**src/verilog/src_params.svh**
```systemverilog
`ifndef SRC_PARAMS_SVH
`define SRC_PARAMS_SVH

// datapath widths
`define SRC_SAMPLE_W    24                          // signed audio sample
`define SRC_COUNT_W     11                          // phase / period clock counts
`define SRC_ACC_W       (`SRC_SAMPLE_W + `SRC_COUNT_W + 2) // full precision sum

// output rate, clocks per output tick
`define SRC_OUT_DIV     512

// period thresholds for phase normalization
`define SRC_SHIFT2_LIM  384                         // below this, shift left by 2
`define SRC_SHIFT1_LIM  768                         // below this, shift left by 1

// clocks from the tick edge to out_valid
`define SRC_LATENCY     4

`endif

```
**src/verilog/audio_pkg.sv**
```systemverilog
`default_nettype none
`include "src_params.svh"

package audio_pkg;

    ////////////////////////////////////////////////////////////
    // scalar types
    ////////////////////////////////////////////////////////////
    typedef logic signed [`SRC_SAMPLE_W-1:0] sample_t;   // one channel sample
    typedef logic        [`SRC_COUNT_W-1:0]  count_t;    // clock count
    typedef logic        [`SRC_COUNT_W-1:0]  weight_t;   // interpolation weight
    typedef logic signed [`SRC_ACC_W-1:0]    acc_t;      // interpolated result

    ////////////////////////////////////////////////////////////
    // composite types
    ////////////////////////////////////////////////////////////
    typedef struct packed {
        sample_t left;
        sample_t right;
    } stereo_t;

    // two-frame window plus where the output falls between them
    typedef struct packed {
        stereo_t older;                              // frame before the last strobe
        stereo_t newer;                              // frame of the last strobe
        count_t  phase;                              // clocks since the last strobe
        count_t  period;                             // clocks between last two strobes
    } window_t;

    typedef struct packed {
        acc_t left;
        acc_t right;
    } interp_frame_t;

endpackage

`default_nettype wire

```
**src/verilog/ctrl_pkg.sv**
```systemverilog
`default_nettype none

package ctrl_pkg;

    // interpolator sequencing
    typedef enum logic [1:0] {
        IDLE  = 2'd0,                                // wait for a window
        WEIGH = 2'd1,                                // complementary weights
        MULT  = 2'd2,                                // four products
        SUM   = 2'd3                                 // per channel sums
    } interp_state_t;

    // left shift applied to phase and period
    typedef enum logic [1:0] {
        SHIFT_0 = 2'd0,
        SHIFT_1 = 2'd1,
        SHIFT_2 = 2'd2
    } shift_sel_t;

endpackage

`default_nettype wire

```
**src/verilog/sample_capture.sv**
```systemverilog
`timescale 1ns/10ps
`default_nettype none
`include "src_params.svh"

// keeps the last two input frames and measures the strobe period
module sample_capture (
    input  wire                     clk,
    input  wire                     rst_n,
    input  wire                     in_strobe,   // one cycle, marks in_frame
    input  wire audio_pkg::stereo_t in_frame,
    output audio_pkg::window_t      history      // raw counts, not normalized
);

    localparam audio_pkg::count_t PHASE_MAX = '1;  // 2047, counter sticks here

    audio_pkg::stereo_t older_q;
    audio_pkg::stereo_t newer_q;
    audio_pkg::count_t  phase_q;                 // clocks since last strobe
    audio_pkg::count_t  period_q;                // last measured strobe spacing

    ////////////////////////////////////////////////////////////
    // frame history
    ////////////////////////////////////////////////////////////
    always_ff @(posedge clk) begin
        if (!rst_n) begin
            older_q <= '0;
            newer_q <= '0;
        end else if (in_strobe) begin
            older_q <= newer_q;                  // age the previous frame
            newer_q <= in_frame;
        end
    end

    ////////////////////////////////////////////////////////////
    // strobe period counter
    ////////////////////////////////////////////////////////////
    always_ff @(posedge clk) begin
        if (!rst_n) begin
            phase_q  <= '0;
            period_q <= '0;
        end else if (in_strobe) begin
            period_q <= phase_q;                 // count so far is the period
            phase_q  <= '0;                      // restart on every strobe
        end else if (phase_q != PHASE_MAX) begin
            phase_q  <= phase_q + 1'b1;
        end
        // else hold, saturated for very slow inputs
    end

    // struct is a continuous level to the snapshot stage
    always_comb begin
        history.older  = older_q;
        history.newer  = newer_q;
        history.phase  = phase_q;
        history.period = period_q;
    end

endmodule

`default_nettype wire

```
**src/verilog/phase_snapshot.sv**
```systemverilog
`timescale 1ns/10ps
`default_nettype none
`include "src_params.svh"

// output rate divider, latches a normalized window on each tick
module phase_snapshot (
    input  wire                     clk,
    input  wire                     rst_n,
    input  wire                     run,
    input  wire audio_pkg::window_t history,
    output logic                    win_valid,   // one cycle after the tick edge
    output audio_pkg::window_t      win,         // held until the next tick
    output logic                    tick         // divider wrap, for the checkers
);

    localparam int DIV_W = $clog2(`SRC_OUT_DIV);
    localparam logic [DIV_W-1:0] DIV_LAST = DIV_W'(`SRC_OUT_DIV - 1);

    logic [DIV_W-1:0]     div_cnt;
    ctrl_pkg::shift_sel_t shift_sel;
    audio_pkg::count_t    phase_norm;
    audio_pkg::count_t    period_norm;

    // shift left by sel, saturating if bits fall off the top
    function automatic audio_pkg::count_t norm_count(input audio_pkg::count_t val,
                                                     input ctrl_pkg::shift_sel_t sel);
        logic [`SRC_COUNT_W+1:0] wide;
        case (sel)
            ctrl_pkg::SHIFT_2: wide = {val, 2'b00};
            ctrl_pkg::SHIFT_1: wide = {1'b0, val, 1'b0};
            default:           wide = {2'b00, val};
        endcase
        if (wide[`SRC_COUNT_W+1 -: 2] != 2'b00) begin
            return '1;                           // phase only, keeps phase > period
        end
        return wide[`SRC_COUNT_W-1:0];
    endfunction

    ////////////////////////////////////////////////////////////
    // normalization decision
    ////////////////////////////////////////////////////////////
    always_comb begin
        if (history.period < `SRC_SHIFT2_LIM) begin
            shift_sel = ctrl_pkg::SHIFT_2;       // fast input, short period
        end else if (history.period < `SRC_SHIFT1_LIM) begin
            shift_sel = ctrl_pkg::SHIFT_1;
        end else begin
            shift_sel = ctrl_pkg::SHIFT_0;
        end
        phase_norm  = norm_count(history.phase, shift_sel);
        period_norm = norm_count(history.period, shift_sel);  // never saturates
    end

    assign tick = run && (div_cnt == DIV_LAST);

    ////////////////////////////////////////////////////////////
    // divider and window latch
    ////////////////////////////////////////////////////////////
    always_ff @(posedge clk) begin
        if (!rst_n) begin
            div_cnt   <= '0;
            win_valid <= 1'b0;
            win       <= '0;
        end else begin
            win_valid <= tick;
            if (!run || tick) begin
                div_cnt <= '0;                   // parked, or wrap
            end else begin
                div_cnt <= div_cnt + 1'b1;
            end
            if (tick) begin
                win.older  <= history.older;
                win.newer  <= history.newer;
                win.phase  <= phase_norm;
                win.period <= period_norm;
            end
        end
    end

endmodule

`default_nettype wire

```
**src/verilog/linear_interp.sv**
```systemverilog
`timescale 1ns/10ps
`default_nettype none
`include "src_params.svh"

// older*(period-phase) + newer*phase for both channels
module linear_interp (
    input  wire                       clk,
    input  wire                       rst_n,
    input  wire                       win_valid,
    input  wire audio_pkg::window_t   win,       // stable from win_valid to next pulse
    output logic                      out_valid,
    output audio_pkg::interp_frame_t  out_frame  // held until the next pulse
);

    // clocks from win_valid to out_valid, one more is spent in the snapshot
    localparam int INTERP_DEPTH = 3;

    if (INTERP_DEPTH + 1 != `SRC_LATENCY) begin : g_latency_check
        $error("interpolator depth does not match SRC_LATENCY");
    end

    ctrl_pkg::interp_state_t state;
    audio_pkg::weight_t      w_older;            // weight on the older frame
    audio_pkg::weight_t      w_newer;            // weight on the newer frame
    audio_pkg::acc_t         p_old_l;
    audio_pkg::acc_t         p_new_l;
    audio_pkg::acc_t         p_old_r;
    audio_pkg::acc_t         p_new_r;

    ////////////////////////////////////////////////////////////
    // sequencer and datapath
    ////////////////////////////////////////////////////////////
    always_ff @(posedge clk) begin
        if (!rst_n) begin
            state     <= ctrl_pkg::IDLE;
            out_valid <= 1'b0;
            out_frame <= '0;
            w_older   <= '0;
            w_newer   <= '0;
            p_old_l   <= '0;
            p_new_l   <= '0;
            p_old_r   <= '0;
            p_new_r   <= '0;
        end else begin
            out_valid <= 1'b0;                   // pulse only out of SUM
            case (state)
                ctrl_pkg::IDLE: begin
                    if (win_valid) begin
                        state <= ctrl_pkg::WEIGH;
                    end
                end
                ctrl_pkg::WEIGH: begin
                    // no strobe for longer than the period, stay on newer
                    if (win.phase > win.period) begin
                        w_older <= '0;
                        w_newer <= win.period;
                    end else begin
                        w_older <= win.period - win.phase;
                        w_newer <= win.phase;
                    end
                    state <= ctrl_pkg::MULT;
                end
                ctrl_pkg::MULT: begin
                    // weights zero extend, samples sign extend
                    p_old_l <= audio_pkg::acc_t'(win.older.left)  * audio_pkg::acc_t'(w_older);
                    p_new_l <= audio_pkg::acc_t'(win.newer.left)  * audio_pkg::acc_t'(w_newer);
                    p_old_r <= audio_pkg::acc_t'(win.older.right) * audio_pkg::acc_t'(w_older);
                    p_new_r <= audio_pkg::acc_t'(win.newer.right) * audio_pkg::acc_t'(w_newer);
                    state   <= ctrl_pkg::SUM;
                end
                ctrl_pkg::SUM: begin
                    out_frame.left  <= p_old_l + p_new_l;  // full precision
                    out_frame.right <= p_old_r + p_new_r;
                    out_valid       <= 1'b1;
                    state           <= ctrl_pkg::IDLE;
                end
                default: begin
                    state <= ctrl_pkg::IDLE;
                end
            endcase
        end
    end

endmodule

`default_nettype wire

```
**src/verilog/src_top.sv**
```systemverilog
`timescale 1ns/10ps
`default_nettype none

// sample rate converter, capture -> snapshot -> interpolate
module src_top (
    input  wire                       clk,
    input  wire                       rst_n,
    input  wire                       run,        // enables output ticks
    input  wire                       in_strobe,
    input  wire audio_pkg::stereo_t   in_frame,
    output audio_pkg::interp_frame_t  out_frame,
    output logic                      out_valid
);

    audio_pkg::window_t history;                 // raw window, continuous
    audio_pkg::window_t win;                     // normalized, latched per tick
    logic               win_valid;
    logic               tick;                    // observed by the bound checker

    ////////////////////////////////////////////////////////////
    // producer
    ////////////////////////////////////////////////////////////
    sample_capture u_capture (
        .clk       (clk),
        .rst_n     (rst_n),
        .in_strobe (in_strobe),
        .in_frame  (in_frame),
        .history   (history)
    );

    // output rate window latch
    phase_snapshot u_snapshot (
        .clk       (clk),
        .rst_n     (rst_n),
        .run       (run),
        .history   (history),
        .win_valid (win_valid),
        .win       (win),
        .tick      (tick)
    );

    // consumer
    linear_interp u_interp (
        .clk       (clk),
        .rst_n     (rst_n),
        .win_valid (win_valid),
        .win       (win),
        .out_valid (out_valid),
        .out_frame (out_frame)
    );

endmodule

`default_nettype wire

```
**config.mk**
```make
export PLATFORM = sky130hd
export DESIGN_NAME = src_top
export DESIGN_NICKNAME = d
export VERILOG_FILES = /design/src/verilog/audio_pkg.sv /design/src/verilog/ctrl_pkg.sv /design/src/verilog/sample_capture.sv /design/src/verilog/phase_snapshot.sv /design/src/verilog/linear_interp.sv /design/src/verilog/src_top.sv
export VERILOG_INCLUDE_DIRS = /design/src /design/src/verilog
export SDC_FILE = /design/constraint.sdc
export NUM_CORES = 2
export LEC_CHECK = 0
export ABC_AREA = 1
export BUFFER_PORTS_ARGS = -buffer_cell sky130_fd_sc_hd__buf_4
export CAP_MARGIN = 20
export CORE_MARGIN = 5
export CORE_UTILIZATION = 25
export CTS_CLUSTER_DIAMETER = 30
export DETAILED_ROUTE_END_ITERATION = 10
export PLACE_DENSITY_LB_ADDON = 0.08
export RECOVER_POWER = 50
export SETUP_SLACK_MARGIN = 0.2
export SYNTH_ARGS = -nofsm -noshare
export SYNTH_HDL_FRONTEND = slang
export SYNTH_SLANG_ARGS = --single-unit
```
**constraint.sdc**
```tcl
create_clock -name clk -period 11.7 [get_ports clk]
set_input_delay 0 -clock clk [delete_from_list [all_inputs] [get_ports clk]]
set_output_delay 0 -clock clk [all_outputs]
set_load 0.02 [all_outputs]
```
==> reports/summary.txt <==
status: complete, but fails checks
failing checks: max-capacitance violations, max-slew violations
die area: 263,000 um2
clock-pin slew on the worst setup and hold paths: 40 ps
adder-cell area share of the yosys netlist: 37.6%
WP data required: 12,450 ps
fin nets: 10,379
Synth Instances: 8,890
chip height: 513 um
most frequent cells in the layout: inv_1 (2,151), nand2_1 (1,945), nor2_1 (1,068)
vias in the first global route: 58,636
hpwl dp: 195,000 um
VDD IR max: 0.133 mV
switching share of total power: 35.1%
final setup TNS: 0 ps
number of antenna-violating nets in the routed design: 0
XOR/XNOR share of the synthesized area: 1.43%
Die X-Extent: 513 um
core area: 251,000 um2
footprint of the multi-input gates: 43,900 um2
Starting Density: 25.1%
Clock Tree Root: clkbuf_16
TritonCTS clock tree: done
Flop pwr share: 26.4%
final setup fails: 0
Synth Area in Simple Gates: 22.0%
asr flop ratio synth: 0%
largest family of logic cells by synthesized area: adder cells
skew final: 58.9 ps
Comb pwr share: 21.6%
RSZ-0062 raised after global routing: false
Syn Nets: 10,280
static leakage: 0.0393 uW
Filler Cell Count: 27,890
post-synthesis sequential area ratio: 15.5%
compound-cell area share of the yosys netlist: 8.43%
Post-CTS Hold Fix Bufs: 120
residual DRC count: 0
fin crit period: 8600 ps
Finished Cell Area: 73,900 um2
initial antenna violation count: 5
total congestion overflow: 0
placer congestion estimate: 0.861
commonest non-fill, non-tap cell in the layout: inv_1
count of pins over their slew limit: 470
Avg Cell Area, Syn: 7.10 um2
first-pass GRT wire length: 375,000 um
Seq. cell area: 9830 um2
Final Hold Vio Count: 0
maximum clock rate: 116 MHz
mapped cell area: 63,100 um2
Synth Flop Type: dfxtp_1
placed inst area: 67,300 um2
total length of routed wires: 245,000 um
Net Sw Power: 2970 uW
#FFs+latches synth: 489
area growth from synthesis to layout: 17.1%
Reg2Reg Depth: 20
worst slack, placed: 5430 ps
GRT Total Usage: 18.7%
Worst Hold Depth: 4
clock power share: 52.0%
Worst EP arrival: 9360 ps
Relative slew margins: -199%
IO Count: 127
actual slew at the worst max-slew pin: 4490 ps
clock tree buffer depth: 3
register-to-register setup slack: 5380 ps
Synth cell types: 59
Vias per Instance: 4.39
crit end category: register
PnR worst setup slack: 3100 ps
I/O Buffers: 126
average routed wire per standard cell: 19.6 um
synth warn: 0
max cap viols: 8
cts repair resizes: 0
CTS Buf Count: 165
setup bufs post-CTS: 0
Post-synth EDFFs: 0
min-delay worst type: input pin to register
total clock sinks: 489
share of layout cells above drive strength 1: 5.25%
Cell Int Power: 5490 uW
fin crit share: 73.5%
mux cell area share after synthesis: 0%
Via Count: 54,787
H-tree levels: 4
clk_lat worst skew: 800 ps
Starting DRT DRC Count: 3,014
WS Path Type: input pin to register
power per cell area: 114 nW/um2
DRT Pass-1 Iters: 6
largest net degree at the start of global routing: 144
Worst Setup Start Kind: input pin
Site Rows: 184
CP max FO: 73
==> critical path, cell delays in order <==
cell and delay, ps:
dlygate4sd3_1 520, clkbuf_1 3120, clkinvlp_2 3940, nor2_1 1120, inv_1 280, a21oi_1 170
o21ai_0 90, inv_1 50
==> through the flow <==
step | hold slack (ps) | util, % | power (uW) | cells
global route | 31.2 | 29.4 | 8920 | 12473
detailed placement | 230 | 26.8 | 4120 | 12049
finish | 66.9 | 29.4 | 8460 | 12476
global placement | 229 | 26.8 | 4130 | 12047
floorplan | 135 | - | 3150 | 8890
CTS | 5.23 | 29.5 | 8660 | 12472
==> final timing paths <==
path                    startpoint                     to
max                          rst_n   u_capture.phase_q[5]
min                   in_frame[38]  u_capture.history[60]
max reg2reg    u_interp.w_newer[5]   u_interp.p_new_r[26]
min reg2reg  u_snapshot.div_cnt[0]  u_snapshot.div_cnt[0]
==> kinds of logic (layout without fill, tap and decap cells) <==
family / after synthesis / after routing
buffers and inverters: 2524 / 2759
and+or+nand+nor: 3462 / 3462
adders and majority gates: 1338 / 1338
xor gates and xnor gates: 103 / 103
DFF: 489 / 489
other: 0 / 3
AOI/OAI and AO/OA: 974 / 974
==> registers in the layout (all words and copies together) (netlist names), 36 cells and up <==
register and cells:
u_interp.out_frame 74, u_interp.p_new_l 36, u_interp.p_old_l 36, u_interp.p_new_r 36, u_interp.p_old_r 36, u_capture.history 96
u_snapshot.win 118
==> area by class of cell <==
cell class | count | area share (%)
diodes | 3 | 0.0102
clock buffers | 251 | 6.62
clock inverters | 52 | 1.03
flip-flops and latches | 489 | 13.3
well taps | 3348 | 5.67
multi-input cells | 5877 | 59.4
inverters | 2165 | 11.0
repair buffers | 291 | 2.99
==> power by group through the flow <==
stage | sequential, uW | combinational, uW | clock (uW)
floorplan | 2060 | 1080 | 0
global placement | 2280 | 1850 | 0
detailed placement | 2280 | 1840 | 0
CTS | 2260 | 1890 | 4510
global route | 2260 | 2040 | 4620
finish | 2230 | 1830 | 4400
==> layer usage <==
layer	global-route usage (%)	vias up	share of wire [%]
li1	-	26602	-
met1	26.0	26934	48
met2	30.7	1008	45
met3	2.45	243	3.9
met4	4.63	0	2.5
met5	0	-	0
==> synthesized netlist by cell type (3+ instances only) <==
cell type / count / share of area (%)
o21ai_1: 21 / 0.17
nand3_2: 6 / 0.095
a211oi_1: 4 / 0.048
nand4_1: 49 / 0.49
a31oi_1: 17 / 0.17
nand2b_1: 5 / 0.050
xnor2_1: 32 / 0.44
o221ai_1: 11 / 0.15
nand3b_1: 4 / 0.048
inv_2: 10 / 0.059
o22ai_1: 9 / 0.089
or2_1: 5 / 0.050
inv_1: 2153 / 13
dfxtp_1: 489 / 16
fa_1: 935 / 30
buf_2: 14 / 0.11
nor3b_2: 3 / 0.059
nor4_1: 4 / 0.040
nand2_1: 1946 / 12
a21oi_2: 12 / 0.17
a21oi_1: 300 / 2.4
nor3_1: 32 / 0.25
nand2_2: 20 / 0.20
clkbuf_1: 303 / 1.8
nor3_2: 10 / 0.16
ha_1: 403 / 8.0
o211ai_1: 13 / 0.15
a21o_1: 15 / 0.18
o21bai_1: 39 / 0.46
o21ai_2: 9 / 0.12
nor2_1: 1068 / 6.3
and3_1: 6 / 0.059
a22oi_1: 12 / 0.14
xor2_1: 71 / 0.98
nor2_2: 21 / 0.21
nor3b_1: 3 / 0.036
nand3_1: 270 / 2.1
a21boi_0: 8 / 0.095
o21a_1: 10 / 0.12
buf_1: 40 / 0.24
o21ai_0: 483 / 3.8
No activity file was read; power rests on OpenSTA's default activity.
